==> config.mk <==
export PLATFORM = sky130hd
export DESIGN_NAME = led_port_flat
export DESIGN_NICKNAME = d
export VERILOG_FILES = /design/src/source/soc_pkg.sv /design/src/source/bus_if.sv /design/src/source/led_port.sv /design/src/flat_wrapper.sv
export SDC_FILE = /design/constraint.sdc
export NUM_CORES = 1
export LEC_CHECK = 0
export BUFFER_PORTS_ARGS = -buffer_cell sky130_fd_sc_hd__buf_2
export CORE_MARGIN = 2
export CORE_UTILIZATION = 28
export DETAILED_ROUTE_END_ITERATION = 10
export PLACE_DENSITY = 0.8
export SYNTH_ARGS = -nofsm -noshare
export SYNTH_HDL_FRONTEND = slang
export SYNTH_SLANG_ARGS = --single-unit
==> constraint.sdc <==
create_clock -name clock -period 0.8 [get_ports clock]
set_input_delay 0.08 -clock clock [delete_from_list [all_inputs] [get_ports clock]]
set_output_delay 0.08 -clock clock [all_outputs]
set_load 0.03 [all_outputs]
==> src/source/soc_pkg.sv <==
`default_nettype none

package soc_pkg;

	// ==================================================================
	// Bus data types
	// ==================================================================

	typedef logic [31:0] word_t;
	typedef logic [31:0] addr_t;
	typedef logic [3:0] region_t;
	typedef logic [9:0] led_t;

	// Top address nibble of each target
	localparam region_t REGION_RAM = 4'h1;
	localparam region_t REGION_LED = 4'h4;
	localparam region_t REGION_DMA = 4'h9;

	// Block RAM geometry, word index from byte address bits 10:2
	localparam int RAM_WORDS = 512;
	localparam int RAM_ADDR_W = 9;

	// DMA register map, index from address bits 3:2
	localparam logic [1:0] DMA_REG_SRC = 2'd0;
	localparam logic [1:0] DMA_REG_DST = 2'd1;
	localparam logic [1:0] DMA_REG_COUNT = 2'd2;
	localparam logic [1:0] DMA_REG_STATUS = 2'd3;

	// ==================================================================
	// State machines
	// ==================================================================

	typedef enum logic [1:0] {
		arb_idle,
		arb_grant_a,
		arb_grant_b,
		arb_grant_c
	} arb_state_t;

	typedef enum logic [1:0] {
		dma_idle,
		dma_read,
		dma_write
	} dma_state_t;

endpackage

`default_nettype wire
==> src/source/bus_if.sv <==
`default_nettype none

interface bus_if;
	import soc_pkg::*;

	// Master side, held stable until ready
	logic request;
	logic rw;
	addr_t address;
	word_t wdata;

	// Slave side, rdata valid together with ready
	word_t rdata;
	logic ready;

	modport master (
		output request,
		output rw,
		output address,
		output wdata,
		input rdata,
		input ready
	);

	modport slave (
		input request,
		input rw,
		input address,
		input wdata,
		output rdata,
		output ready
	);

endinterface

`default_nettype wire

==> src/source/led_port.sv <==
`default_nettype none

module led_port (
	input wire clock,
	input wire i_rst_n,
	bus_if.slave bus,
	output soc_pkg::led_t o_led
);
	import soc_pkg::*;

	led_t led_q;

	// Keep the low bits of the written word
	always_ff @(posedge clock)
	begin
		if (!i_rst_n)
			led_q <= '0;
		else if (bus.request && bus.rw)
			led_q <= bus.wdata[$bits(led_t)-1:0];
	end

	// Write-only register, reads come back as zero
	assign bus.rdata = '0;
	assign bus.ready = bus.request;

	assign o_led = led_q;

endmodule

`default_nettype wire

==> src/flat_wrapper.sv <==
// flat-port wrapper written by rule: the top's interface ports become plain ports
module led_port_flat import soc_pkg::*;
  (clock, i_rst_n, o_led, bus_request, bus_rw, bus_address, bus_wdata, bus_rdata, bus_ready);
  bus_if bus_i ();
  input wire clock;
  input wire i_rst_n;
  output soc_pkg::led_t o_led;
  input wire logic [$bits(bus_i.request)-1:0] bus_request;
  input wire logic [$bits(bus_i.rw)-1:0] bus_rw;
  input wire logic [$bits(bus_i.address)-1:0] bus_address;
  input wire logic [$bits(bus_i.wdata)-1:0] bus_wdata;
  output wire logic [$bits(bus_i.rdata)-1:0] bus_rdata;
  output wire logic [$bits(bus_i.ready)-1:0] bus_ready;
  assign bus_i.request = bus_request;
  assign bus_i.rw = bus_rw;
  assign bus_i.address = bus_address;
  assign bus_i.wdata = bus_wdata;
  assign bus_rdata = bus_i.rdata;
  assign bus_ready = bus_i.ready;
  led_port u_core (.clock(clock), .i_rst_n(i_rst_n), .bus(bus_i), .o_led(o_led));
endmodule
==> flow_metrics.tcl <==
set metrics [dict create \
    status "complete, but fails checks" \
    violations "setup timing" \
    dr_wl_met2_um 568 \
    portBuffers 24 \
    vias 520 \
    wl_met3_um 174 \
    cts_tree "done" \
    core_sq_um 2276 \
    synth_top_cell_by_area "buf_4" \
    fillers 251 \
    critPathBufInv 1 \
    die-width_um 53.58 \
    wl_per_cell_um 9.229 \
    grt_pass1_vias 402 \
    hold_violations 0 \
    netlist_area_sq_um 688.2 \
    cts_buffers 3 \
    grt_pass1_wl_mm 1.738 \
    clk_path_buf_depth 2 \
    critical_path.max_fanout 2 \
    critPathMaxStageDelay_ns 0.34 \
    synth_warnings 0 \
    synth_cells 80 \
    crit_family "flip-flops" \
    grt_antenna_before_repair 0 \
    hpwl_um 919.1 \
    syn_area_per_cell_sq_um 8.602 \
    num_antenna_cells 0 \
    gp_congestion 0.5814 \
    die_y_um 53.58 \
    grt_use_total_pct 8.901 \
    timing.max_cap.violations 0 \
    ys_seq_area_share_pct 29.09 \
    synth_top_area_share_pct 36.00 \
    cp-start-kind "flop" \
    synth_area_leaders "buf_4, dfxtp_1, o21ai_2" \
    power.density_nw_per_um2 1653 \
    start_util_pct 30.24 \
    rsz0062_at_grt "true" \
    drc_errors 0 \
    nNetsFinal 173 \
    fin_ws_ns -0.004655 \
    grt_max_degree 21 \
    fin_skew_ns 0 \
    ys_ff_latch 10 \
    arrival_ns 0.72 \
    finalInstanceArea_sq_um 792.0 \
    crit_chain "buf_6" \
    syn_to_final_growth_pct 15.09 \
    setup_viol 3 \
    clock_latency_ns 0.26 \
    overflow 0 \
    fin_crit_sh_pct 100.6 \
    final.min_clock_period_ns 0.8047 \
    htree_num_levels 1 \
    viasPerCell 3.969 \
    crit_type "flop to primary output" \
    place_area_sq_um 686.9 \
    largest_reg_flops 10 \
    rows 17 \
    end_kind "primary output" \
    drtIter0Drc 2 \
    ant_nets 0 \
    cts_sinks 10 \
    p_total_mw 1.309 \
    p_leak_nw 0.3893 \
    cpMaxStageDelayCell "dfxtp_2" \
    cts_root_buf "clkbuf_4" \
    met1Wirelength_um 466 \
    drv_slew 0 \
    dieArea_sq_um 2870 \
    wl_mm 1.209 \
    worstPathRequired_ns 0.72 \
    hold_class "primary input to flop" \
    first_pass_iters 2 \
    fmax_mhz 1243 \
    ir_drop_uv 873.8 \
    highest_layer "met3" \
    drive_gt1_share_pct 49.51 \
    synthDistinctLibCells 9 \
    pin_count 111 \
    clkTransAtPathRegs_ns 0.06 \
]
cell usage after synthesis, drive strengths merged:
| cell | instances |
|---|---|
| conb | 1 |
| and2 | 1 |
| nand2 | 10 |
| dfxtp | 10 |
| nand4 | 10 |
| o21ai | 10 |
| buf | 38 |
placed cells by master (no fill, tap or decap), drive strengths merged:
cell type,n
dfxtp,10
nand4,10
nand2,10
buf,27
o21ai,10
and2,1
conb,32
clkbuf,3
per-layer routing:
metal	GRT usage, %	up-vias
met5	0	-
met4	2.564	0
met3	5.000	0
met2	13.79	43
met1	10.49	227
li1	-	250
power breakdown:
group | internal [mW] | total, mW | switching, mW
Clock | 0.173 | 0.337 | 0.163
Sequential | 0.527 | 0.543 | 0.0159
Combinational | 0.0994 | 0.429 | 0.330
stage by stage:
step	worst slack, ns	hold WS, ns	util, %	TNS, ns	std cells
CTS	-0.01697	0.05726	34.80	-0.1252	131
global placement	0.1345	0.3287	30.18	0	127
detailed placement	0.1118	0.3330	30.18	0	127
finish	-0.004655	0.06443	34.80	-0.009137	131
global route	-0.04546	0.06332	34.80	-0.3137	131
floorplan	0.05013	0.2370	-	0	111
path summary, 6_finish.rpt:
kind                        start         endpoint  slack [ns]  depth (start not counted)
setup / recovery  u_core.o_led[9]         o_led[9]      -0.005                          1
hold / removal       bus_wdata[9]  u_core.o_led[9]        0.06                          3
setup reg to reg  u_core.o_led[0]  u_core.o_led[0]        0.14                          3
hold reg to reg   u_core.o_led[3]  u_core.o_led[3]        0.46                          2
repair_timing:
action / 4_1_cts / 5_1_grt
hold buffers: 0 / 0
resized for setup: 30 / 0
buffers inserted: 1 / 0
setup endpoints to repair: 10 / 10
cloned: 0 / 0
kinds of logic after synthesis:
logic type | count (synthesis) | synth area share, %
compound gates | 10 | 12.73
buf+inv | 38 | 41.82
flops | 10 | 29.09
other cells | 1 | 0.5449
simple gates | 21 | 15.82
area by class of cell:
cell class	count	area (sq um)	share of cell area, %
multi-input combinational	63	316.6	39.97
sequential	10	212.7	26.86
timing repair buffer	27	205.2	25.91
tap	28	35.03	4.423
clock buffer	3	22.52	2.844
No activity file was read; power rests on OpenSTA's default activity.
