**config.mk**
```make
export PLATFORM = sky130hd
export DESIGN_NAME = dma_engine_flat
export DESIGN_NICKNAME = d
export VERILOG_FILES = /design/src/source/soc_pkg.sv /design/src/source/bus_if.sv /design/src/source/dma_engine.sv /design/src/flat_wrapper.sv
export SDC_FILE = /design/constraint.sdc
export NUM_CORES = 1
export LEC_CHECK = 0
export ABC_AREA = 1
export BUFFER_PORTS_ARGS = -buffer_cell sky130_fd_sc_hd__buf_2
export CAP_MARGIN = 20
export CORE_MARGIN = 10
export CORE_UTILIZATION = 40
export CTS_CLUSTER_DIAMETER = 80
export CTS_CLUSTER_SIZE = 8
export DETAILED_ROUTE_END_ITERATION = 16
export SYNTH_ARGS = -nofsm -noshare
export SYNTH_HDL_FRONTEND = slang
export SYNTH_SLANG_ARGS = --single-unit
```
**constraint.sdc**
```tcl
create_clock -name clock -period 5.51 [get_ports clock]
set_clock_uncertainty 0.1 [all_clocks]
set_input_delay 0.2755 -clock clock [delete_from_list [all_inputs] [get_ports clock]]
set_output_delay 0.2755 -clock clock [all_outputs]
set_load 0.01 [all_outputs]
```
**src/source/soc_pkg.sv**
```systemverilog
`default_nettype none

package soc_pkg;

	// ==================================================================
	// Bus data types
	// ==================================================================

	typedef logic [31:0] word_t;
	typedef logic [31:0] addr_t;
	typedef logic [3:0] region_t;
	typedef logic [9:0] led_t;

	// Top address nibble of each target
	localparam region_t REGION_RAM = 4'h1;
	localparam region_t REGION_LED = 4'h4;
	localparam region_t REGION_DMA = 4'h9;

	// Block RAM geometry, word index from byte address bits 10:2
	localparam int RAM_WORDS = 512;
	localparam int RAM_ADDR_W = 9;

	// DMA register map, index from address bits 3:2
	localparam logic [1:0] DMA_REG_SRC = 2'd0;
	localparam logic [1:0] DMA_REG_DST = 2'd1;
	localparam logic [1:0] DMA_REG_COUNT = 2'd2;
	localparam logic [1:0] DMA_REG_STATUS = 2'd3;

	// ==================================================================
	// State machines
	// ==================================================================

	typedef enum logic [1:0] {
		arb_idle,
		arb_grant_a,
		arb_grant_b,
		arb_grant_c
	} arb_state_t;

	typedef enum logic [1:0] {
		dma_idle,
		dma_read,
		dma_write
	} dma_state_t;

endpackage

`default_nettype wire
```
**src/source/bus_if.sv**
```systemverilog
`default_nettype none

interface bus_if;
	import soc_pkg::*;

	// Master side, held stable until ready
	logic request;
	logic rw;
	addr_t address;
	word_t wdata;

	// Slave side, rdata valid together with ready
	word_t rdata;
	logic ready;

	modport master (
		output request,
		output rw,
		output address,
		output wdata,
		input rdata,
		input ready
	);

	modport slave (
		input request,
		input rw,
		input address,
		input wdata,
		output rdata,
		output ready
	);

endinterface

`default_nettype wire

```
**src/source/dma_engine.sv**
```systemverilog
`default_nettype none

module dma_engine (
	input wire clock,
	input wire i_rst_n,
	bus_if.slave regs,
	bus_if.master bus
);
	import soc_pkg::*;

	dma_state_t state_q;
	addr_t src_q;
	addr_t dst_q;
	word_t count_q;
	word_t data_q;
	logic busy;
	logic [1:0] reg_idx;
	logic reg_write;

	assign busy = (state_q != dma_idle);
	assign reg_idx = regs.address[3:2];
	assign reg_write = regs.request && regs.rw;

	// ==================================================================
	// Copy machine and register writes
	// ==================================================================

	always_ff @(posedge clock)
	begin
		if (!i_rst_n)
		begin
			state_q <= dma_idle;
			src_q <= '0;
			dst_q <= '0;
			count_q <= '0;
		end
		else
		begin
			case (state_q)
				dma_idle:
				begin
					// Registers are locked while a transfer runs
					if (reg_write)
					begin
						case (reg_idx)
							DMA_REG_SRC: src_q <= regs.wdata;
							DMA_REG_DST: dst_q <= regs.wdata;
							DMA_REG_COUNT:
							begin
								count_q <= regs.wdata;
								if (regs.wdata != '0)
									state_q <= dma_read;
							end
							default: ;
						endcase
					end
				end
				dma_read:
				begin
					if (bus.ready)
						state_q <= dma_write;
				end
				dma_write:
				begin
					if (bus.ready)
					begin
						src_q <= src_q + addr_t'(4);
						dst_q <= dst_q + addr_t'(4);
						count_q <= count_q - word_t'(1);
						// Last word done
						if (count_q == word_t'(1))
							state_q <= dma_idle;
						else
							state_q <= dma_read;
					end
				end
				default: state_q <= dma_idle;
			endcase
		end
	end

	// Word in flight between the read and the write
	always_ff @(posedge clock)
	begin
		if (state_q == dma_read && bus.ready)
			data_q <= bus.rdata;
	end

	assign bus.request = busy;
	assign bus.rw = (state_q == dma_write);
	assign bus.address = (state_q == dma_write) ? dst_q : src_q;
	assign bus.wdata = data_q;

	// Register read-back
	always_comb
	begin
		case (reg_idx)
			DMA_REG_SRC: regs.rdata = src_q;
			DMA_REG_DST: regs.rdata = dst_q;
			DMA_REG_COUNT: regs.rdata = count_q;
			default: regs.rdata = word_t'(busy);
		endcase
	end

	assign regs.ready = regs.request;

	// Idle means the count ran out and the bus is released
	assert property (@(posedge clock) disable iff (!i_rst_n)
		(state_q == dma_idle) |-> (!bus.request && count_q == '0));

endmodule

`default_nettype wire

```
**src/flat_wrapper.sv**
```systemverilog
// flat-port wrapper written by rule: the top's interface ports become plain ports
module dma_engine_flat import soc_pkg::*;
  (clock, i_rst_n, regs_request, regs_rw, regs_address, regs_wdata, regs_rdata, regs_ready, bus_request, bus_rw, bus_address, bus_wdata, bus_rdata, bus_ready);
  bus_if regs_i ();
  bus_if bus_i ();
  input wire clock;
  input wire i_rst_n;
  input wire logic [$bits(regs_i.request)-1:0] regs_request;
  input wire logic [$bits(regs_i.rw)-1:0] regs_rw;
  input wire logic [$bits(regs_i.address)-1:0] regs_address;
  input wire logic [$bits(regs_i.wdata)-1:0] regs_wdata;
  output wire logic [$bits(regs_i.rdata)-1:0] regs_rdata;
  output wire logic [$bits(regs_i.ready)-1:0] regs_ready;
  output wire logic [$bits(bus_i.request)-1:0] bus_request;
  output wire logic [$bits(bus_i.rw)-1:0] bus_rw;
  output wire logic [$bits(bus_i.address)-1:0] bus_address;
  output wire logic [$bits(bus_i.wdata)-1:0] bus_wdata;
  input wire logic [$bits(bus_i.rdata)-1:0] bus_rdata;
  input wire logic [$bits(bus_i.ready)-1:0] bus_ready;
  assign regs_i.request = regs_request;
  assign regs_i.rw = regs_rw;
  assign regs_i.address = regs_address;
  assign regs_i.wdata = regs_wdata;
  assign regs_rdata = regs_i.rdata;
  assign regs_ready = regs_i.ready;
  assign bus_request = bus_i.request;
  assign bus_rw = bus_i.rw;
  assign bus_address = bus_i.address;
  assign bus_wdata = bus_i.wdata;
  assign bus_i.rdata = bus_rdata;
  assign bus_i.ready = bus_ready;
  dma_engine u_core (.clock(clock), .i_rst_n(i_rst_n), .regs(regs_i), .bus(bus_i));
endmodule
```
==> impl_metrics.yaml <==
status:
  status: "finished, final reports clean"
synth:
  yosys.area.top_type: "dfxtp_1"
  synth-seq-cells: 130
  synth_cell_types: 36
  ys_warn_count: 0
  synthCells: 1357
  synth-main-ff-cell: "dfxtp_1"
  synth_nets: 1462
  synth_top_area_share_pct: 23.2
  synth_area_um2: 8450
  async_flop_share_pct: 0
  avgSynthCellArea_um2: 6.23
  seq_area_frac_synth_pct: 34.6
  synth_edf_count: 32
  ys_top_cells_by_area: "dfxtp_1, nand2_1, edfxtp_1"
drt:
  routed_wl_um: 34400
  wire_per_inst_um: 18.9
  drtIter0Drc: 1050
  dr.pass1.iters: 5
  drc: 0
  antenna_left: 0
  vias: 9992
  vias_per_cell: 5.50
critical_path:
  rr_endpoint: "u_core.dst_q[13]"
  critPathSlowestCell: "buf_4"
  crit_path_max_fanout: 53
  r2r_slack_ps: 2460
  cp-end-kind: "output port"
  r2r-start: "u_core.state_q[0]"
  cp.required_ps: 5130
  cp_num_buf_inv: 3
  cp_cell_sequence: "nor2_4, inv_2, buf_4, nor2_1, a21oi_1, buf_2"
  crit_family: "buffers and inverters"
  criticalPathCategory: "flop to output port"
  cpPeakStageDelay_ps: 590
  startpoint_type: "flop"
  critPathArrivalTime_ps: 2780
  rr_worst_depth: 7
sta:
  max_slew_margin_pct: 29.6
  period_needed_ps: 3150
  period_share_pct: 57.2
  fmax_mhz: 317
  tightest_slew_ps: 1050
  drv_slew: 0
  hold_slack_ps: 83.7
  grt_setup_unrepaired: "false"
  setup_violations: 0
  setup_tns_ps: 0
  hold_viol_final: 0
  fin_ws_ps: 2360
cells_and_area:
  layout-drive-gt1-share_pct: 14.9
  instances_no_fill: 1816
  n_antenna_cell: 0
  syn_to_final_growth_pct: 23.3
  n_fill_cell: 2167
  final_common_cell: "nand2_1"
  final_cell_mix: "nand2_1, nor2_1, buf_2"
  nets: 1633
die:
  pin_count: 200
  initial_core_util_pct: 40.5
  die_x_um: 165
  dieArea_um2: 27300
  rows: 53
  core-area_um2: 20900
  die_y_um: 165
clock_network:
  cts_tree: "done"
  clock_path_buffers: 2
  post-cts-setup-buffer-count: 0
  cts-root-buf: "clkbuf_16"
  path_clk_slew_ps: 70
  cts_sinks: 130
  htree_levels: 4
  numCtsBuffers: 17
  clock_latency_ps: 440
pwr:
  p_int_mw: 2.48
  p_comb_share_pct: 40.0
  p_sw_mw: 2.04
  power.density_nw_per_um2: 433
  ir_drop_mv: 0.239
  clockPowerShare_pct: 27.3
  p_leak_nw: 4.41
  switching_share_pct: 45.1
  total_power_mw: 4.52
  p_seq_share_pct: 32.7
min_path:
  min_from: "bus_ready"
  hold_path_depth: 4
  hp-class: "primary input to flop"
  min_to: "u_core.state_q[1]"
job:
  max-cap-violations: 0
placed_design:
  place_congestion: 0.965
  dp_cells: 1752
  port_buffers: 169
  place_ws_ps: 2440
  dp_hpwl_um: 25600
global_routing:
  grt_overflow: 0
  grt_pass1_vias: 9229
  grt_pass1_wl_um: 52100
  grt_usage_pct: 24.6
  grt_max_degree: 73
  antenna_found_initial: 0
power groups by stage:
| stage | Clock (mW) | Sequential, mW | Combinational [mW] |
|---|---|---|---|
| CTS | 1.24 | 1.46 | 1.79 |
| floorplan | 0 | 1.40 | 1.18 |
| detailed placement | 0 | 1.48 | 1.76 |
| global placement | 0 | 1.48 | 1.75 |
| finish | 1.23 | 1.48 | 1.81 |
| global route | 1.28 | 1.51 | 2.01 |
worst max path at each step:
| stage | endpoint | depth (start not counted) | startpoint |
|---|---|---|---|
| detailed placement | u_core.dst_q[13] | 8 | bus_ready |
| floorplan | u_core.bus.wdata[0] | 2 | u_core.state_q[0] |
| finish | bus_address[16] | 6 | u_core.state_q[0] |
| global placement | u_core.dst_q[5] | 8 | bus_ready |
| global route | u_core.dst_q[5] | 7 | u_core.state_q[0] |
| CTS | bus_address[16] | 6 | u_core.state_q[0] |
per-layer routing:
metal	up-vias	track usage, %	routed length [um]
met5	-	0	0
met4	0	10.2	1160
li1	4856	-	-
met1	4589	32.4	14100
met3	70	4.66	3580
met2	477	38.8	15600
state kept, by name, indices dropped and copies added, names as in the netlist:
signal	flops
u_core.count_q	32
u_core.dst_q	32
u_core.state_q	2
u_core.src_q	32
u_core.bus.wdata	32
cell usage after synthesis (4+ instances only):
cell      count
nand4_1      21
buf_1         9
nand2_1     302
a21oi_1      94
o221ai_1     31
buf_2        23
a31oi_1      32
nor2_1      254
ha_1          4
nor3_1       12
inv_1       145
edfxtp_1     32
nand3_1      86
o21ai_1      43
inv_2         7
clkbuf_1     27
nor2_2        5
o21ai_0     100
dfxtp_1      98
xor2_1       10
cell families (layout without fill, tap and decap cells):
family                     after synthesis  after routing  synth area share (%)
and+or+nand+nor                        690            690                  33.3
AOI/OAI and AO/OA                      310            310                  20.6
buffers and inverters                  212            396                  9.80
DFF                                    130            130                  34.6
xor gates and xnor gates                11             11                  1.14
adders and majority gates                4              4                 0.592
stage by stage:
step           utilization [%]  instance area (um2)
6_report                  49.9                10400
5_1_grt                   49.9                10400
4_1_cts                   49.9                10400
3_5_place_dp              45.4                 9480
3_3_place_gp              45.4                 9480
2_1_floorplan                -                 8450
what timing repair did:
action / 4_1_cts / 5_1_grt
gates resized for setup: 0 / 0
hold buffers: 32 / 0
endpoints found under the hold margin: 32 / 0
worst reg2reg max path, cell delays in order, from the launching register on:
cell     delay (ps)
dfxtp_1         470
nor2_2          180
nand2_1         130
nand3_1         730
inv_2           810
o21ai_0         290
o21ai_1         180
a21oi_1          50
layout make-up:
class	instances	area [um2]	area share (%)
Tap cell	275	344	3.30
Sequential cell	130	2920	28.0
Clock buffer	17	425	4.08
Timing Repair Buffer	212	1250	12.0
Inverter	152	571	5.47
Clock inverter	15	196	1.88
Multi-Input combinational cell	1015	4710	45.2
Power figures use the tool's default switching activity.
