$ cat config.mk
export PLATFORM = sky130hd
export DESIGN_NAME = bus_decoder_flat
export DESIGN_NICKNAME = d
export VERILOG_FILES = /design/src/source/soc_pkg.sv /design/src/source/bus_if.sv /design/src/source/bus_decoder.sv /design/src/flat_wrapper.sv
export SDC_FILE = /design/constraint.sdc
export NUM_CORES = 1
export LEC_CHECK = 0
export ABC_AREA = 1
export BUFFER_PORTS_ARGS = -buffer_cell sky130_fd_sc_hd__clkbuf_2
export CAP_MARGIN = 20
export CORE_AREA = 2 2 156 158
export DETAILED_ROUTE_END_ITERATION = 12
export DIE_AREA = 0 0 158 160
export PLACE_DENSITY = 0.41
export SLEW_MARGIN = 20
export SYNTH_ARGS = -nofsm -noshare
export SYNTH_HDL_FRONTEND = slang
export SYNTH_SLANG_ARGS = --single-unit
$ cat constraint.sdc
create_clock -name vclk -period 2.42
set_clock_uncertainty 0.2 [all_clocks]
set_input_delay 0.484 -clock vclk [all_inputs]
set_output_delay 0.484 -clock vclk [all_outputs]
set_load 0.005 [all_outputs]
$ cat src/source/soc_pkg.sv
`default_nettype none

package soc_pkg;

	// ==================================================================
	// Bus data types
	// ==================================================================

	typedef logic [31:0] word_t;
	typedef logic [31:0] addr_t;
	typedef logic [3:0] region_t;
	typedef logic [9:0] led_t;

	// Top address nibble of each target
	localparam region_t REGION_RAM = 4'h1;
	localparam region_t REGION_LED = 4'h4;
	localparam region_t REGION_DMA = 4'h9;

	// Block RAM geometry, word index from byte address bits 10:2
	localparam int RAM_WORDS = 512;
	localparam int RAM_ADDR_W = 9;

	// DMA register map, index from address bits 3:2
	localparam logic [1:0] DMA_REG_SRC = 2'd0;
	localparam logic [1:0] DMA_REG_DST = 2'd1;
	localparam logic [1:0] DMA_REG_COUNT = 2'd2;
	localparam logic [1:0] DMA_REG_STATUS = 2'd3;

	// ==================================================================
	// State machines
	// ==================================================================

	typedef enum logic [1:0] {
		arb_idle,
		arb_grant_a,
		arb_grant_b,
		arb_grant_c
	} arb_state_t;

	typedef enum logic [1:0] {
		dma_idle,
		dma_read,
		dma_write
	} dma_state_t;

endpackage

`default_nettype wire
$ cat src/source/bus_if.sv
`default_nettype none

interface bus_if;
	import soc_pkg::*;

	// Master side, held stable until ready
	logic request;
	logic rw;
	addr_t address;
	word_t wdata;

	// Slave side, rdata valid together with ready
	word_t rdata;
	logic ready;

	modport master (
		output request,
		output rw,
		output address,
		output wdata,
		input rdata,
		input ready
	);

	modport slave (
		input request,
		input rw,
		input address,
		input wdata,
		output rdata,
		output ready
	);

endinterface

`default_nettype wire

$ cat src/source/bus_decoder.sv
`default_nettype none

module bus_decoder (
	input wire clock,
	input wire i_rst_n,
	bus_if.slave cpu,
	bus_if.master ram,
	bus_if.master led,
	bus_if.master dma
);
	import soc_pkg::*;

	region_t region;
	logic sel_ram;
	logic sel_led;
	logic sel_dma;

	assign region = cpu.address[$bits(addr_t)-1 -: $bits(region_t)];

	assign sel_ram = (region == REGION_RAM);
	assign sel_led = (region == REGION_LED);
	assign sel_dma = (region == REGION_DMA);

	// Only the matching target sees a request
	assign ram.request = cpu.request && sel_ram;
	assign led.request = cpu.request && sel_led;
	assign dma.request = cpu.request && sel_dma;

	// Access fields fan out to every target
	assign ram.rw = cpu.rw;
	assign ram.address = cpu.address;
	assign ram.wdata = cpu.wdata;

	assign led.rw = cpu.rw;
	assign led.address = cpu.address;
	assign led.wdata = cpu.wdata;

	assign dma.rw = cpu.rw;
	assign dma.address = cpu.address;
	assign dma.wdata = cpu.wdata;

	// ==================================================================
	// Response multiplexer
	// ==================================================================

	assign cpu.rdata =
		sel_ram ? ram.rdata :
		sel_led ? led.rdata :
		sel_dma ? dma.rdata :
		'0;

	// Unmapped regions complete at once so a stray access cannot hang
	assign cpu.ready =
		sel_ram ? ram.ready :
		sel_led ? led.ready :
		sel_dma ? dma.ready :
		cpu.request;

	assert property (@(posedge clock) disable iff (!i_rst_n)
		$onehot0({ram.request, led.request, dma.request}));

endmodule

`default_nettype wire

$ cat src/flat_wrapper.sv
// flat-port wrapper written by rule: the top's interface ports become plain ports
module bus_decoder_flat import soc_pkg::*;
  (clock, i_rst_n, cpu_request, cpu_rw, cpu_address, cpu_wdata, cpu_rdata, cpu_ready, ram_request, ram_rw, ram_address, ram_wdata, ram_rdata, ram_ready, led_request, led_rw, led_address, led_wdata, led_rdata, led_ready, dma_request, dma_rw, dma_address, dma_wdata, dma_rdata, dma_ready);
  bus_if cpu_i ();
  bus_if ram_i ();
  bus_if led_i ();
  bus_if dma_i ();
  input wire clock;
  input wire i_rst_n;
  input wire logic [$bits(cpu_i.request)-1:0] cpu_request;
  input wire logic [$bits(cpu_i.rw)-1:0] cpu_rw;
  input wire logic [$bits(cpu_i.address)-1:0] cpu_address;
  input wire logic [$bits(cpu_i.wdata)-1:0] cpu_wdata;
  output wire logic [$bits(cpu_i.rdata)-1:0] cpu_rdata;
  output wire logic [$bits(cpu_i.ready)-1:0] cpu_ready;
  output wire logic [$bits(ram_i.request)-1:0] ram_request;
  output wire logic [$bits(ram_i.rw)-1:0] ram_rw;
  output wire logic [$bits(ram_i.address)-1:0] ram_address;
  output wire logic [$bits(ram_i.wdata)-1:0] ram_wdata;
  input wire logic [$bits(ram_i.rdata)-1:0] ram_rdata;
  input wire logic [$bits(ram_i.ready)-1:0] ram_ready;
  output wire logic [$bits(led_i.request)-1:0] led_request;
  output wire logic [$bits(led_i.rw)-1:0] led_rw;
  output wire logic [$bits(led_i.address)-1:0] led_address;
  output wire logic [$bits(led_i.wdata)-1:0] led_wdata;
  input wire logic [$bits(led_i.rdata)-1:0] led_rdata;
  input wire logic [$bits(led_i.ready)-1:0] led_ready;
  output wire logic [$bits(dma_i.request)-1:0] dma_request;
  output wire logic [$bits(dma_i.rw)-1:0] dma_rw;
  output wire logic [$bits(dma_i.address)-1:0] dma_address;
  output wire logic [$bits(dma_i.wdata)-1:0] dma_wdata;
  input wire logic [$bits(dma_i.rdata)-1:0] dma_rdata;
  input wire logic [$bits(dma_i.ready)-1:0] dma_ready;
  assign cpu_i.request = cpu_request;
  assign cpu_i.rw = cpu_rw;
  assign cpu_i.address = cpu_address;
  assign cpu_i.wdata = cpu_wdata;
  assign cpu_rdata = cpu_i.rdata;
  assign cpu_ready = cpu_i.ready;
  assign ram_request = ram_i.request;
  assign ram_rw = ram_i.rw;
  assign ram_address = ram_i.address;
  assign ram_wdata = ram_i.wdata;
  assign ram_i.rdata = ram_rdata;
  assign ram_i.ready = ram_ready;
  assign led_request = led_i.request;
  assign led_rw = led_i.rw;
  assign led_address = led_i.address;
  assign led_wdata = led_i.wdata;
  assign led_i.rdata = led_rdata;
  assign led_i.ready = led_ready;
  assign dma_request = dma_i.request;
  assign dma_rw = dma_i.rw;
  assign dma_address = dma_i.address;
  assign dma_wdata = dma_i.wdata;
  assign dma_i.rdata = dma_rdata;
  assign dma_i.ready = dma_ready;
  bus_decoder u_core (.clock(clock), .i_rst_n(i_rst_n), .cpu(cpu_i), .ram(ram_i), .led(led_i), .dma(dma_i));
endmodule
==> summary.md <==
| Metric | Value |
|---|---|
| Vias in the first global route | `1834` |
| Die Footprint | `25280 um2` |
| Power density over cell area | `126.7 nW/um2` |
| Placeable core region | `23820 um2` |
| Post-synth top area share | `63.48%` |
| Commonest cells in the synthesized netlist | `buf_4 (199), nand3_1 (131), buf_2 (12), nand2_1 (7), inv_1 (4)` |
| CP Data Required Time | `1.74 ns` |
| Post-route setup TNS | `0 ns` |
| Share of total power consumed by net switching | `50.81%` |
| Height of the die | `160 um` |
| Unique masters post-synth | `11` |
| Most common cell in the netlist | `buf_4` |
| Setup repair after global routing missed its margin | `false` |
| Post-synthesis share of cell area spent on xor and xnor gates | `0%` |
| # Max-Cap Violations | `0` |
| Proportion of synthesized chip area in sequential cells | `0%` |
| Total number of nets in the final design | `484` |
| Cell at the slowest stage of the critical path | `buf_4` |
| Final number of setup-violating endpoints | `0` |
| Maximum single-stage delay on the critical path | `0.23 ns` |
| Grt ovf | `0` |
| Sequential share of power | `0%` |
| Net count after synthesis | `533` |
| Via count | `1937` |
| Sequential cell count of the final layout | `0` |
| Detailed-route wire length per cell | `12.34 um` |
| Cells after synthesis | `366` |
| Gr usage total | `5.562%` |
| Layout overhead on the synthesized area | `-10.26%` |
| Startpoint class of the critical path | `primary input` |
| Total leakage power | `1.036 nW` |
| Number of DRC markers in iteration 0 | `106` |
| Yosys warns | `0` |
| Arithmetic-cell share of the synthesized area counting full adders, half adders and majority gates | `0%` |
| Post-synthesis simple-gate area fraction | `31.74%` |
| Die Wd | `158 um` |
| Fraction of the mapped netlist area in compound gates | `0%` |
| Worst endpoint data arrival time | `1.52 ns` |
| Row count | `57` |
| Status | `finished clean` |
| Fraction of layout cells with a size suffix above 1 | `53.65%` |
| Final hold violations | `0` |
| Sw Pwr | `0.1360 mW` |
| Sum of net half-perimeters after detailed placement | `6718 um` |
| Max_slew headroom | `85.54%` |
| Clock Power Share | `0%` |
| Sequential cell area in the final layout | `0 um2` |
| Largest area contributor in the netlist | `buf_4` |
| Last weighted congestion value of the routability-driven placer | `0.6363` |
| Largest family of logic cells by synthesized area | `buffers and inverters` |
| Post-cts gate resize count | `0` |
| Design internal power | `0.1316 mW` |
| First-pass iteration count of the detailed router | `4` |
| Cell area after synthesis | `2354 um2` |
| Shortest period the worst path allows | `2.201 ns` |
| CP Buf/Inv Count | `4` |
| Utilization of the core after routing | `8.866%` |
| Maximum resistive drop on vdd | `0.00003717 V` |
| Multiplexer share of the synthesized area | `0%` |
| # IOs | `398` |
| Number of antenna cells inserted | `0` |
| Layout clock buffer count | `0` |
| Cell family with most CP delay | `buffers and inverters` |
| List of cells traversed by the critical path | `clkbuf_2 > inv_1 > nor2_4 > buf_4 > nand3_1 > nand3_1 > clkbuf_2` |
| Post-cts hold buffer count | `0` |
| WS Path Type | `primary input to primary output` |
| Port buffer count | `152` |
| Per-instance average area after synthesis | `6.430 um2` |
| Most area-consuming cells after synthesis | `buf_4 (63%), nand3_1 (28%), buf_2 (2.6%), buf_6 (1.4%), nor2_4 (1.4%)` |
| Slew at the pin closest to its max-slew limit | `0.2169 ns` |
| Combinational cell fraction of total power | `100.0%` |
| Wire length of the first global-routing pass | `10940 um` |
| Initial antenna violation count | `0` |
| Remaining antenna violation count | `0` |
| Number of placed instances, taps included | `639` |
| Setup crit end kind | `primary output` |
| Total wirelength of the detailed-routed design | `7884 um` |
| Maximum number of pins on one net before global-route repair | `41` |
| Worst hold path type | `primary input to primary output` |
| Max FO, Critical Path | `11` |
| Number of pins with negative max-slew slack in the final report | `0` |
| Initial standard-cell utilization of the core | `9.880%` |
| Post-CTS Setup Repair Bufs | `0` |
| Number of standard cells in the layout, taps in and fillers out | `639` |
| Ratio of final minimum period to clock period | `90.96%` |
| Via density per instance | `3.031` |
| DRC errors left | `0` |
| Maximum frequency from static timing analysis | `454.3 MHz` |
## power by group through the flow
stage | clock network, mW | logic, mW | registers, mW
after floorplan | 0 | 0.355 | 0
after global placement | 0 | 0.275 | 0
after detailed placement | 0 | 0.274 | 0
after CTS | 0 | 0.275 | 0
after global routing | 0 | 0.298 | 0
final | 0 | 0.268 | 0
## area by class of cell
class,instances,area [um2]
fillers,2886,21710
repair buffers,163,930.9
multi-input cells,147,757.0
well taps,324,405.4
inverters,5,18.77
## cells by family after synthesis
group         Yosys count
simple gates          147
buf+inv               219
## cells in the final DEF, fill, tap and decap left out
cell	synthesis	routed
nand3b_1	1	1
nand3_1	131	131
nor2_4	3	5
buf_12	0	7
inv_2	1	1
nand2_1	7	7
nor2_1	3	3
inv_1	4	4
clkbuf_2	0	152
buf_4	199	4
## layer usage
metal,vias to the layer above,track usage (%),share of wire [%]
met5,-,1.190,0.49
li1,911,-,-
met3,72,2.497,13
met4,2,4.177,8.0
met1,800,6.338,36
met2,152,7.964,42
## stage by stage
| stage | worst slack (ns) | hold WS, ns | instance area (um2) | total power, mW |
|---|---|---|---|---|
| after floorplan | 0.6709 | 0.8488 | 2354 | 0.3552 |
| after global placement | 0.1948 | 0.7681 | 2112 | 0.2749 |
| after detailed placement | 0.2022 | 0.7681 | 2112 | 0.2744 |
| after CTS | 0.1947 | 0.7681 | 2112 | 0.2750 |
| after global routing | 0.08663 | 0.7680 | 2112 | 0.2980 |
| final | 0.2189 | 0.7680 | 2112 | 0.2676 |
## final timing paths
check	from	endpoint	slack [ns]	depth (start not counted)
worst max-delay path	cpu_address[31]	cpu_rdata[27]	0.22	7
worst min-delay path	cpu_wdata[28]	led_wdata[28]	0.77	0
No activity file was read; power rests on OpenSTA's default activity.
