===== config.mk =====
export PLATFORM = sky130hd
export DESIGN_NAME = bus_access_flat
export DESIGN_NICKNAME = d
export VERILOG_FILES = /design/src/source/soc_pkg.sv /design/src/source/bus_if.sv /design/src/source/bus_access.sv /design/src/flat_wrapper.sv
export SDC_FILE = /design/constraint.sdc
export NUM_CORES = 1
export LEC_CHECK = 0
export BUFFER_PORTS_ARGS = -buffer_cell sky130_fd_sc_hd__buf_2
export CORE_AREA = 2 2 140 142
export DETAILED_ROUTE_END_ITERATION = 6
export DIE_AREA = 0 0 142 144
export SLEW_MARGIN = 20
export SYNTH_ARGS = -nofsm -noshare
export SYNTH_HDL_FRONTEND = slang
export SYNTH_SLANG_ARGS = --single-unit

===== constraint.sdc =====
create_clock -name clock -period 1.55 [get_ports clock]
set_input_delay 0.0775 -clock clock [delete_from_list [all_inputs] [get_ports clock]]
set_output_delay 0.0775 -clock clock [all_outputs]
set_load 0.01 [all_outputs]

===== src/source/soc_pkg.sv =====
`default_nettype none

package soc_pkg;

	// ==================================================================
	// Bus data types
	// ==================================================================

	typedef logic [31:0] word_t;
	typedef logic [31:0] addr_t;
	typedef logic [3:0] region_t;
	typedef logic [9:0] led_t;

	// Top address nibble of each target
	localparam region_t REGION_RAM = 4'h1;
	localparam region_t REGION_LED = 4'h4;
	localparam region_t REGION_DMA = 4'h9;

	// Block RAM geometry, word index from byte address bits 10:2
	localparam int RAM_WORDS = 512;
	localparam int RAM_ADDR_W = 9;

	// DMA register map, index from address bits 3:2
	localparam logic [1:0] DMA_REG_SRC = 2'd0;
	localparam logic [1:0] DMA_REG_DST = 2'd1;
	localparam logic [1:0] DMA_REG_COUNT = 2'd2;
	localparam logic [1:0] DMA_REG_STATUS = 2'd3;

	// ==================================================================
	// State machines
	// ==================================================================

	typedef enum logic [1:0] {
		arb_idle,
		arb_grant_a,
		arb_grant_b,
		arb_grant_c
	} arb_state_t;

	typedef enum logic [1:0] {
		dma_idle,
		dma_read,
		dma_write
	} dma_state_t;

endpackage

`default_nettype wire

===== src/source/bus_if.sv =====
`default_nettype none

interface bus_if;
	import soc_pkg::*;

	// Master side, held stable until ready
	logic request;
	logic rw;
	addr_t address;
	word_t wdata;

	// Slave side, rdata valid together with ready
	word_t rdata;
	logic ready;

	modport master (
		output request,
		output rw,
		output address,
		output wdata,
		input rdata,
		input ready
	);

	modport slave (
		input request,
		input rw,
		input address,
		input wdata,
		output rdata,
		output ready
	);

endinterface

`default_nettype wire


===== src/source/bus_access.sv =====
`default_nettype none

module bus_access (
	input wire clock,
	input wire i_rst_n,

	// Port A, instruction fetch
	input wire i_pa_request,
	input soc_pkg::addr_t i_pa_address,
	output logic o_pa_ready,
	output soc_pkg::word_t o_pa_rdata,

	// Port B, data
	input wire i_pb_request,
	input wire i_pb_rw,
	input soc_pkg::addr_t i_pb_address,
	input soc_pkg::word_t i_pb_wdata,
	output logic o_pb_ready,
	output soc_pkg::word_t o_pb_rdata,

	// Port C, DMA
	bus_if.slave pc,

	// Shared bus toward the decoder
	bus_if.master bus
);
	import soc_pkg::*;

	arb_state_t state_q;
	arb_state_t state_d;

	// Grant is chosen only from idle, so a running access is never cut
	always_comb
	begin
		state_d = state_q;
		case (state_q)
			arb_idle:
			begin
				if (i_pb_request)
					state_d = arb_grant_b;
				else if (pc.request)
					state_d = arb_grant_c;
				else if (i_pa_request)
					state_d = arb_grant_a;
			end
			default:
			begin
				if (bus.ready)
					state_d = arb_idle;
			end
		endcase
	end

	always_ff @(posedge clock)
	begin
		if (!i_rst_n)
			state_q <= arb_idle;
		else
			state_q <= state_d;
	end

	// ==================================================================
	// Forward the granted master onto the bus
	// ==================================================================

	always_comb
	begin
		case (state_q)
			arb_grant_a:
			begin
				bus.request = i_pa_request;
				bus.rw = 1'b0;
				bus.address = i_pa_address;
				bus.wdata = '0;
			end
			arb_grant_b:
			begin
				bus.request = i_pb_request;
				bus.rw = i_pb_rw;
				bus.address = i_pb_address;
				bus.wdata = i_pb_wdata;
			end
			arb_grant_c:
			begin
				bus.request = pc.request;
				bus.rw = pc.rw;
				bus.address = pc.address;
				bus.wdata = pc.wdata;
			end
			default:
			begin
				bus.request = 1'b0;
				bus.rw = 1'b0;
				bus.address = '0;
				bus.wdata = '0;
			end
		endcase
	end

	// Response goes only to the owner of the grant
	assign o_pa_ready = (state_q == arb_grant_a) && bus.ready;
	assign o_pb_ready = (state_q == arb_grant_b) && bus.ready;
	assign pc.ready = (state_q == arb_grant_c) && bus.ready;

	assign o_pa_rdata = (state_q == arb_grant_a) ? bus.rdata : '0;
	assign o_pb_rdata = (state_q == arb_grant_b) ? bus.rdata : '0;
	assign pc.rdata = (state_q == arb_grant_c) ? bus.rdata : '0;

	// No bus traffic without a registered grant
	assert property (@(posedge clock) disable iff (!i_rst_n)
		(state_q == arb_idle) |-> !bus.request);

	// Granted master keeps its request up until the target answers
	assert property (@(posedge clock) disable iff (!i_rst_n)
		(bus.request && !bus.ready) |=> bus.request);

endmodule

`default_nettype wire


===== src/flat_wrapper.sv =====
// flat-port wrapper written by rule: the top's interface ports become plain ports
module bus_access_flat import soc_pkg::*;
  (clock, i_rst_n, i_pa_request, i_pa_address, o_pa_ready, o_pa_rdata, i_pb_request, i_pb_rw, i_pb_address, i_pb_wdata, o_pb_ready, o_pb_rdata, pc_request, pc_rw, pc_address, pc_wdata, pc_rdata, pc_ready, bus_request, bus_rw, bus_address, bus_wdata, bus_rdata, bus_ready);
  bus_if pc_i ();
  bus_if bus_i ();
  input wire clock;
  input wire i_rst_n;
  input wire i_pa_request;
  input soc_pkg::addr_t i_pa_address;
  output logic o_pa_ready;
  output soc_pkg::word_t o_pa_rdata;
  input wire i_pb_request;
  input wire i_pb_rw;
  input soc_pkg::addr_t i_pb_address;
  input soc_pkg::word_t i_pb_wdata;
  output logic o_pb_ready;
  output soc_pkg::word_t o_pb_rdata;
  input wire logic [$bits(pc_i.request)-1:0] pc_request;
  input wire logic [$bits(pc_i.rw)-1:0] pc_rw;
  input wire logic [$bits(pc_i.address)-1:0] pc_address;
  input wire logic [$bits(pc_i.wdata)-1:0] pc_wdata;
  output wire logic [$bits(pc_i.rdata)-1:0] pc_rdata;
  output wire logic [$bits(pc_i.ready)-1:0] pc_ready;
  output wire logic [$bits(bus_i.request)-1:0] bus_request;
  output wire logic [$bits(bus_i.rw)-1:0] bus_rw;
  output wire logic [$bits(bus_i.address)-1:0] bus_address;
  output wire logic [$bits(bus_i.wdata)-1:0] bus_wdata;
  input wire logic [$bits(bus_i.rdata)-1:0] bus_rdata;
  input wire logic [$bits(bus_i.ready)-1:0] bus_ready;
  assign pc_i.request = pc_request;
  assign pc_i.rw = pc_rw;
  assign pc_i.address = pc_address;
  assign pc_i.wdata = pc_wdata;
  assign pc_rdata = pc_i.rdata;
  assign pc_ready = pc_i.ready;
  assign bus_request = bus_i.request;
  assign bus_rw = bus_i.rw;
  assign bus_address = bus_i.address;
  assign bus_wdata = bus_i.wdata;
  assign bus_i.rdata = bus_rdata;
  assign bus_i.ready = bus_ready;
  bus_access u_core (.clock(clock), .i_rst_n(i_rst_n), .i_pa_request(i_pa_request), .i_pa_address(i_pa_address), .o_pa_ready(o_pa_ready), .o_pa_rdata(o_pa_rdata), .i_pb_request(i_pb_request), .i_pb_rw(i_pb_rw), .i_pb_address(i_pb_address), .i_pb_wdata(i_pb_wdata), .o_pb_ready(o_pb_ready), .o_pb_rdata(o_pb_rdata), .pc(pc_i), .bus(bus_i));
endmodule

==> impl_results.html, run 1 <==
<table>
<tr><th>Metric</th><th>Value</th></tr>
<tr><th colspan="2">Outcome</th></tr>
<tr><td>Status</td><td>finished, violations left</td></tr>
<tr><td>Failing checks</td><td>setup timing</td></tr>
<tr><th colspan="2">Flow run</th></tr>
<tr><td>Max-cap viol count</td><td>0</td></tr>
<tr><th colspan="2">Floorplan</th></tr>
<tr><td>Y dimension of the die</td><td>144 µm</td></tr>
<tr><td>Initial core utilization</td><td>11.3%</td></tr>
<tr><td>DIE AREA</td><td>20400 µm²</td></tr>
<tr><td>Die boundary width</td><td>142 µm</td></tr>
<tr><td>Boundary Pins</td><td>365</td></tr>
<tr><td>Row cnt</td><td>51</td></tr>
<tr><td>Placeable core region</td><td>19100 µm²</td></tr>
<tr><th colspan="2">Clocking</th></tr>
<tr><td>Clock latency at the later pin of the worst-skew pair</td><td>0.22 ns</td></tr>
<tr><td>Number of buffers added by the clock tree synthesis step</td><td>3</td></tr>
<tr><td>Level count of the clock H-tree</td><td>1</td></tr>
<tr><td>Root buffer cell</td><td>clkbuf_16</td></tr>
<tr><td>Largest buffer count on any clock path</td><td>2</td></tr>
<tr><td>Post-cts hold buffer count</td><td>0</td></tr>
<tr><td>Clock sink count</td><td>2</td></tr>
<tr><td>CTS tree</td><td>built</td></tr>
<tr><td>Clock transition at the registers of the reported paths</td><td>0.03 ns</td></tr>
<tr><th colspan="2">Final layout</th></tr>
<tr><td>Proportion of layout cells with a drive suffix above 1</td><td>66.0%</td></tr>
<tr><td>Non-filler instance count after layout</td><td>861</td></tr>
<tr><td>Commonest cells after routing, fill and taps aside</td><td>364 x buf_2, 66 x and2_1, 34 x nor2b_1</td></tr>
<tr><td>Filler cell count</td><td>2125</td></tr>
<tr><td>Count of nets after finishing</td><td>825</td></tr>
<tr><td>Footprint of the multi-input gates</td><td>1960 µm²</td></tr>
<tr><td>Antenna cells</td><td>0</td></tr>
<tr><td>Seq. cell area</td><td>47.5 µm²</td></tr>
<tr><td>Biggest registers after layout</td><td>u_core.state_q x2</td></tr>
<tr><td>Largest register FFs</td><td>2</td></tr>
<tr><td>Area Overhead vs Synth</td><td>104%</td></tr>
<tr><td>Most frequent standard cell in the layout excluding fill and tap cells</td><td>buf_2</td></tr>
<tr><td>Largest Register</td><td>u_core.state_q</td></tr>
<tr><th colspan="2">Place</th></tr>
<tr><td>Number of I/O port buffers</td><td>364</td></tr>
<tr><td>Post-placement worst setup slack</td><td>0.171 ns</td></tr>
<tr><td>Routability Congestion</td><td>0.805</td></tr>
<tr><td>Number of placed cells counting well taps</td><td>854</td></tr>
<tr><td>Post-DP HPWL</td><td>9250 µm</td></tr>
<tr><th colspan="2">Global route</th></tr>
<tr><td>Overflow left after global routing</td><td>0</td></tr>
<tr><td>GRT Total Usage</td><td>9.11%</td></tr>
<tr><td>Number of antenna violations at the first check in global routing</td><td>1</td></tr>
<tr><td>Global-route wire length before repair</td><td>14700 µm</td></tr>
<tr><td>Maximum number of pins on one net before global-route repair</td><td>50</td></tr>
<tr><td>Via count of the first global-routing pass</td><td>2875</td></tr>
<tr><th colspan="2">Logic synthesis</th></tr>
<tr><td>Largest cells by area after synthesis</td><td>and2_1 19%, mux2i_1 15%, a22o_1 13%, mux2_2 12%, nor2b_1 9.9%</td></tr>
<tr><td>Cell type contributing the most total cell area after synthesis</td><td>and2_1</td></tr>
<tr><td>Distinct cell type count after synthesis</td><td>21</td></tr>
<tr><td>Post-Syn Area per Cell</td><td>7.79 µm²</td></tr>
<tr><td>Proportion of netlist area held by the largest area contributor</td><td>19.2%</td></tr>
<tr><td>Portion of the post-synthesis area used by sequential elements</td><td>1.86%</td></tr>
<tr><td>Post-synthesis register bit count</td><td>2</td></tr>
<tr><td>Net count after synthesis</td><td>476</td></tr>
<tr><td>Number of instances in the synthesized netlist</td><td>276</td></tr>
<tr><td>Post-synthesis instance area</td><td>2150 µm²</td></tr>
<tr><td>Ys Warns</td><td>0</td></tr>
<tr><th colspan="2">Routing</th></tr>
<tr><td>Vias per cell</td><td>3.93</td></tr>
<tr><td>Detailed-route wire length per cell</td><td>13.0 µm</td></tr>
<tr><td>Residual DRC count</td><td>0</td></tr>
<tr><td>Number of routed nets with antenna violations</td><td>0</td></tr>
<tr><td>First drt pass iteration count</td><td>4</td></tr>
<tr><td>Count of routing violations after the opening detailed-route iteration</td><td>133</td></tr>
<tr><td>Final WL</td><td>11200 µm</td></tr>
<tr><td>Routed via count</td><td>3384</td></tr>
<tr><th colspan="2">Timing</th></tr>
<tr><td>Hold Fails Final Rpt</td><td>0</td></tr>
<tr><td>Slew headroom</td><td>82.3%</td></tr>
<tr><td>Setup violations, final</td><td>18</td></tr>
<tr><td>Worst clock skew on the final layout</td><td>0.000613 ns</td></tr>
<tr><td>Clock period minus worst slack</td><td>1.58 ns</td></tr>
<tr><td>Crit share post-route</td><td>102%</td></tr>
<tr><td>Actual transition at the worst max-transition pin</td><td>0.266 ns</td></tr>
<tr><td>Least setup slack across all paths after layout</td><td>-0.0278 ns</td></tr>
<tr><td>Achievable Freq</td><td>634 MHz</td></tr>
<tr><td>Worst hold slack after final layout</td><td>0.117 ns</td></tr>
<tr><td>Final-report max-slew violation count</td><td>0</td></tr>
<tr><td>Unrepaired setup endpoints after global routing</td><td>true</td></tr>
<tr><th colspan="2">Worst setup path</th></tr>
<tr><td>CP Max Fanout</td><td>25</td></tr>
<tr><td>Required time at the endpoint of the critical path</td><td>1.47 ns</td></tr>
<tr><td>Critical path start-end classification</td><td>reg2out</td></tr>
<tr><td>Arrival time of data at the critical path endpoint</td><td>1.50 ns</td></tr>
<tr><td>Critical Path End Type</td><td>primary output</td></tr>
<tr><td>Worst R2R Setup Slack</td><td>0.53 ns</td></tr>
<tr><td>Critical Path Source Type</td><td>flop</td></tr>
<tr><th colspan="2">Min path</th></tr>
<tr><td>Path category of the worst min-delay check</td><td>in2reg</td></tr>
<tr><th colspan="2">Power and ir drop</th></tr>
<tr><td>Reported leakage power</td><td>2.69 nW</td></tr>
<tr><td>Power density relative to cell area</td><td>427 nW/µm²</td></tr>
<tr><td>VDD IR max</td><td>0.249 mV</td></tr>
</table>
-- worst max-delay path, cell delays in order, from the launching register on --
cell,delay [ns]
dfxtp_4,0.38
buf_12,0.20
mux2_4,0.31
a22o_1,0.23
buf_2,0.15
-- through the flow --
stage / total power, mW / setup TNS [ns] / util, % / instance area, µm²
5_1_grt: 2.01 / -1.55 / 23.0 / 4380
4_1_cts: 1.87 / -0.503 / 22.6 / 4320
6_report: 1.87 / -0.213 / 23.0 / 4380
3_5_place_dp: 1.46 / 0 / 22.1 / 4220
2_1_floorplan: 0.810 / 0 / - / 2150
3_3_place_gp: 1.45 / 0 / 22.1 / 4220
-- kinds of logic after synthesis --
logic type	share of synthesized area (%)
and+or+nand+nor	41.2
muxes	32.8
AOI/OAI and AO/OA	14.4
buffers and inverters	9.77
DFF	1.86
-- worst paths after layout --
check,startpoint,endpoint,cells after the start
setup / recovery,u_core.state_q[0],bus_address[30],4
hold / removal,i_rst_n,u_core.state_q[0],2
setup reg to reg,u_core.state_q[0],u_core.state_q[0],3
hold reg to reg,u_core.state_q[1],u_core.state_q[1],3
-- repair_timing --
action	CTS	global route
resized for setup	6	9
setup buffers	0	4
setup endpoints to repair	31	44
pin swaps	1	0
-- routing by layer --
metal	wire, µm	GRT usage [%]	up-vias
li1	-	-	1664
met1	4170	9.79	1507
met2	6120	18.7	201
met3	744	0.762	10
met4	176	2.68	2
met5	11	0	-
-- power breakdown --
group | internal (mW) | total, mW | switching (mW)
Sequential | 0.0574 | 0.0703 | 0.0129
Combinational | 0.750 | 1.42 | 0.666
Clock | 0.328 | 0.385 | 0.0569
Total | 1.14 | 1.87 | 0.736
-- synth_stat cells --
library cell  count
buf_4             3
mux2_2           22
nor2b_4           2
nor4_2            1
and2_1           66
nand2b_1          1
o21a_1            1
a21boi_1          1
buf_2             9
mux2_1           10
buf_6             8
nor2_1            2
o21ai_0           1
a22o_1           33
mux2_4            1
clkbuf_1         10
mux2i_1          33
nor2b_1          34
dfxtp_1           2
and3_1           33
clkbuf_2          3
-- layout make-up --
type                            instances  area share [%]
Tap cell                              238            6.79
Clock buffer                            3            1.71
Timing Repair Buffer                  377            45.8
Sequential cell                         2            1.08
Multi-Input combinational cell        241            44.6
Power figures use the tool's default switching activity.
==> inputs of run 2 (changes only) <==
--- a/config.mk
+++ b/config.mk
@@ -6,9 +6,9 @@
 export NUM_CORES = 1
 export LEC_CHECK = 0
 export BUFFER_PORTS_ARGS = -buffer_cell sky130_fd_sc_hd__buf_2
-export CORE_AREA = 2 2 140 142
+export CORE_AREA = 2 2 141 143
 export DETAILED_ROUTE_END_ITERATION = 6
-export DIE_AREA = 0 0 142 144
+export DIE_AREA = 0 0 143 145
 export SLEW_MARGIN = 20
 export SYNTH_ARGS = -nofsm -noshare
 export SYNTH_HDL_FRONTEND = slang
==> constraint.sdc (replaced) <==
create_clock -name clock -period 1.9 [get_ports clock]
set_input_delay 0.095 -clock clock [delete_from_list [all_inputs] [get_ports clock]]
set_output_delay 0.095 -clock clock [all_outputs]
set_load 0.02 [all_outputs]
==> impl_results.html, run 2 (synthesis results as in run 1) <==
<table>
<tr><th>Metric</th><th>Value</th></tr>
<tr><th colspan="2">Global route</th></tr>
<tr><td>Via count of the first global-routing pass</td><td>3060</td></tr>
<tr><td>Maximum number of pins on one net before global-route repair</td><td>67</td></tr>
<tr><td>Global-route wire length before repair</td><td>15200 µm</td></tr>
<tr><td>Overflow left after global routing</td><td>0</td></tr>
<tr><td>GRT Total Usage</td><td>9.20%</td></tr>
<tr><td>Number of antenna violations at the first check in global routing</td><td>0</td></tr>
<tr><th colspan="2">Timing</th></tr>
<tr><td>Setup violations, final</td><td>0</td></tr>
<tr><td>Least setup slack across all paths after layout</td><td>0.184 ns</td></tr>
<tr><td>Total Neg Setup Slack</td><td>0 ns</td></tr>
<tr><td>Actual transition at the worst max-transition pin</td><td>0.414 ns</td></tr>
<tr><td>Worst clock skew on the final layout</td><td>0.000540 ns</td></tr>
<tr><td>Clock period minus worst slack</td><td>1.72 ns</td></tr>
<tr><td>Hold Fails Final Rpt</td><td>0</td></tr>
<tr><td>Final-report max-slew violation count</td><td>0</td></tr>
<tr><td>Crit share post-route</td><td>90.3%</td></tr>
<tr><td>Unrepaired setup endpoints after global routing</td><td>false</td></tr>
<tr><td>Slew headroom</td><td>72.4%</td></tr>
<tr><td>Achievable Freq</td><td>583 MHz</td></tr>
<tr><th colspan="2">Power and ir drop</th></tr>
<tr><td>VDD IR max</td><td>0.178 mV</td></tr>
<tr><td>Part of the total power dissipated in the clock network</td><td>19.2%</td></tr>
<tr><td>Power density relative to cell area</td><td>380 nW/µm²</td></tr>
<tr><td>Sequential fraction of design power</td><td>4.0%</td></tr>
<tr><td>Reported leakage power</td><td>2.60 nW</td></tr>
<tr><td>Part of the total power dissipated in combinational logic</td><td>76.8%</td></tr>
<tr><td>Internal power summed over all cells</td><td>0.872 mW</td></tr>
<tr><td>Fraction of power spent switching nets</td><td>46.3%</td></tr>
<tr><td>Total power draw</td><td>1.63 mW</td></tr>
<tr><td>Net switching power</td><td>0.753 mW</td></tr>
<tr><th colspan="2">Final layout</th></tr>
<tr><td>Antenna cells</td><td>0</td></tr>
<tr><td>Largest register FFs</td><td>2</td></tr>
<tr><td>Area Overhead vs Synth</td><td>98.7%</td></tr>
<tr><td>Post-Route Utilization</td><td>22.2%</td></tr>
<tr><td>Commonest cells after routing, fill and taps aside</td><td>364 x buf_2, 66 x and2_1, 34 x nor2b_1</td></tr>
<tr><td>Proportion of layout cells with a drive suffix above 1</td><td>65.3%</td></tr>
<tr><td>Most frequent standard cell in the layout excluding fill and tap cells</td><td>buf_2</td></tr>
<tr><td>Biggest registers after layout</td><td>u_core.state_q x2</td></tr>
<tr><td>Filler cell count</td><td>2144</td></tr>
<tr><td>Count of nets after finishing</td><td>821</td></tr>
<tr><td>Largest Register</td><td>u_core.state_q</td></tr>
<tr><th colspan="2">Worst setup path</th></tr>
<tr><td>CP Launch Point</td><td>u_core.state_q[0]</td></tr>
<tr><td>Length in cells of the worst reg-to-reg path</td><td>3</td></tr>
<tr><td>CP Max Fanout</td><td>45</td></tr>
<tr><td>Beginning of the worst register-to-register path</td><td>u_core.state_q[1]</td></tr>
<tr><td>Required time at the endpoint of the critical path</td><td>1.80 ns</td></tr>
<tr><td>Worst reg2reg endpoint</td><td>u_core.state_q[0]</td></tr>
<tr><td>Critical Path Source Type</td><td>flop</td></tr>
<tr><td>Arrival time of data at the critical path endpoint</td><td>1.62 ns</td></tr>
<tr><td>Worst R2R Setup Slack</td><td>0.77 ns</td></tr>
<tr><td>Critical path start-end classification</td><td>reg2out</td></tr>
<tr><td>Critical Path End Type</td><td>primary output</td></tr>
<tr><th colspan="2">Clocking</th></tr>
<tr><td>Largest buffer count on any clock path</td><td>2</td></tr>
<tr><td>Clock latency at the later pin of the worst-skew pair</td><td>0.22 ns</td></tr>
<tr><td>Post-cts hold buffer count</td><td>0</td></tr>
<tr><td>Root buffer cell</td><td>clkbuf_16</td></tr>
<tr><td>Number of buffers added by the clock tree synthesis step</td><td>3</td></tr>
<tr><td>Level count of the clock H-tree</td><td>1</td></tr>
<tr><td>Clock transition at the registers of the reported paths</td><td>0.03 ns</td></tr>
<tr><td>Clock sink count</td><td>2</td></tr>
<tr><td>CTS tree</td><td>built</td></tr>
<tr><th colspan="2">Floorplan</th></tr>
<tr><td>DIE AREA</td><td>20700 µm²</td></tr>
<tr><td>Die boundary width</td><td>143 µm</td></tr>
<tr><td>Y dimension of the die</td><td>145 µm</td></tr>
<tr><td>Boundary Pins</td><td>365</td></tr>
<tr><td>Row cnt</td><td>51</td></tr>
<tr><td>Initial core utilization</td><td>11.2%</td></tr>
<tr><td>Placeable core region</td><td>19200 µm²</td></tr>
<tr><th colspan="2">Outcome</th></tr>
<tr><td>Status</td><td>completed</td></tr>
<tr><th colspan="2">Routing</th></tr>
<tr><td>Number of routed nets with antenna violations</td><td>0</td></tr>
<tr><td>First drt pass iteration count</td><td>4</td></tr>
<tr><td>Count of routing violations after the opening detailed-route iteration</td><td>67</td></tr>
<tr><td>Final WL</td><td>11100 µm</td></tr>
<tr><td>Detailed-route wire length per cell</td><td>12.5 µm</td></tr>
<tr><td>Vias per cell</td><td>3.76</td></tr>
<tr><td>Residual DRC count</td><td>0</td></tr>
<tr><td>Routed via count</td><td>3325</td></tr>
<tr><th colspan="2">Min path</th></tr>
<tr><td>Capture endpoint of the worst hold path</td><td>u_core.state_q[0]</td></tr>
<tr><td>Depth of the worst hold-timing path</td><td>2</td></tr>
<tr><td>Hold Crit Start</td><td>i_rst_n</td></tr>
<tr><td>Path category of the worst min-delay check</td><td>in2reg</td></tr>
<tr><th colspan="2">Place</th></tr>
<tr><td>Routability Congestion</td><td>0.801</td></tr>
<tr><td>Number of I/O port buffers</td><td>364</td></tr>
<tr><td>Post-placement worst setup slack</td><td>0.263 ns</td></tr>
<tr><td>Post-DP HPWL</td><td>9390 µm</td></tr>
<tr><th colspan="2">Flow run</th></tr>
<tr><td>Max-cap viol count</td><td>0</td></tr>
</table>
## run 2: changes by cell type in the layout (fill, tap and decap cells not counted), sizes merged
cell,delta
buf,-4
## run 2: worst max-delay path: stages (launching register included)
cell and delay, ns:
dfxtp_4 0.41, buf_6 0.35, mux2i_1 0.35, nor2b_1 0.08, buf_2 0.16
## run 2: routing by layer
layer  track usage (%)  wire (µm)  vias up
met1              9.15       4010     1453
met4              2.43         76        0
met3             0.660        896        2
met2              19.6       6100      214
li1                  -          -     1656
met5                 0          0        -
## run 2: what timing repair did
item                       in CTS  in global routing
gates resized for setup         0                  1
buffers inserted                0                  0
setup endpoints to repair       0                  2
## run 2: worst max-delay path by stage
stage          cells past startpoint           end  slack [ns]
2_1_floorplan                      3        bus_rw        0.64
3_3_place_gp                       4  bus_wdata[8]        0.28
3_5_place_dp                       4  bus_wdata[7]        0.26
4_1_cts                            4  bus_wdata[7]        0.03
5_1_grt                            4  bus_wdata[7]        0.10
6_report                           4  bus_wdata[8]        0.18
## run 2: power groups by stage
stage / Sequential, mW / Clock [mW] / Combinational [mW]
after global routing: 0.0692 / 0.321 / 1.34
after global placement: 0.0659 / 0 / 1.25
after CTS: 0.0663 / 0.319 / 1.27
after floorplan: 0.0507 / 0 / 0.782
after detailed placement: 0.0666 / 0 / 1.26
final: 0.0651 / 0.312 / 1.25
## run 2: final cells by class
class / instances / area [µm²] / share of cell area (%)
multi-input cells: 241 / 1900 / 44.5
repair buffers: 373 / 1920 / 44.9
clock buffers: 3 / 75.1 / 1.76
flip-flops and latches: 2 / 47.5 / 1.11
well taps: 265 / 332 / 7.76
## run 2: stage by stage
stage	instance area, µm²	cells	hold WS (ns)
6_report	4270	884	0.149
5_1_grt	4270	884	0.184
4_1_cts	4270	884	0.177
3_5_place_dp	4190	881	0.404
3_3_place_gp	4190	881	0.403
2_1_floorplan	2150	276	0.213
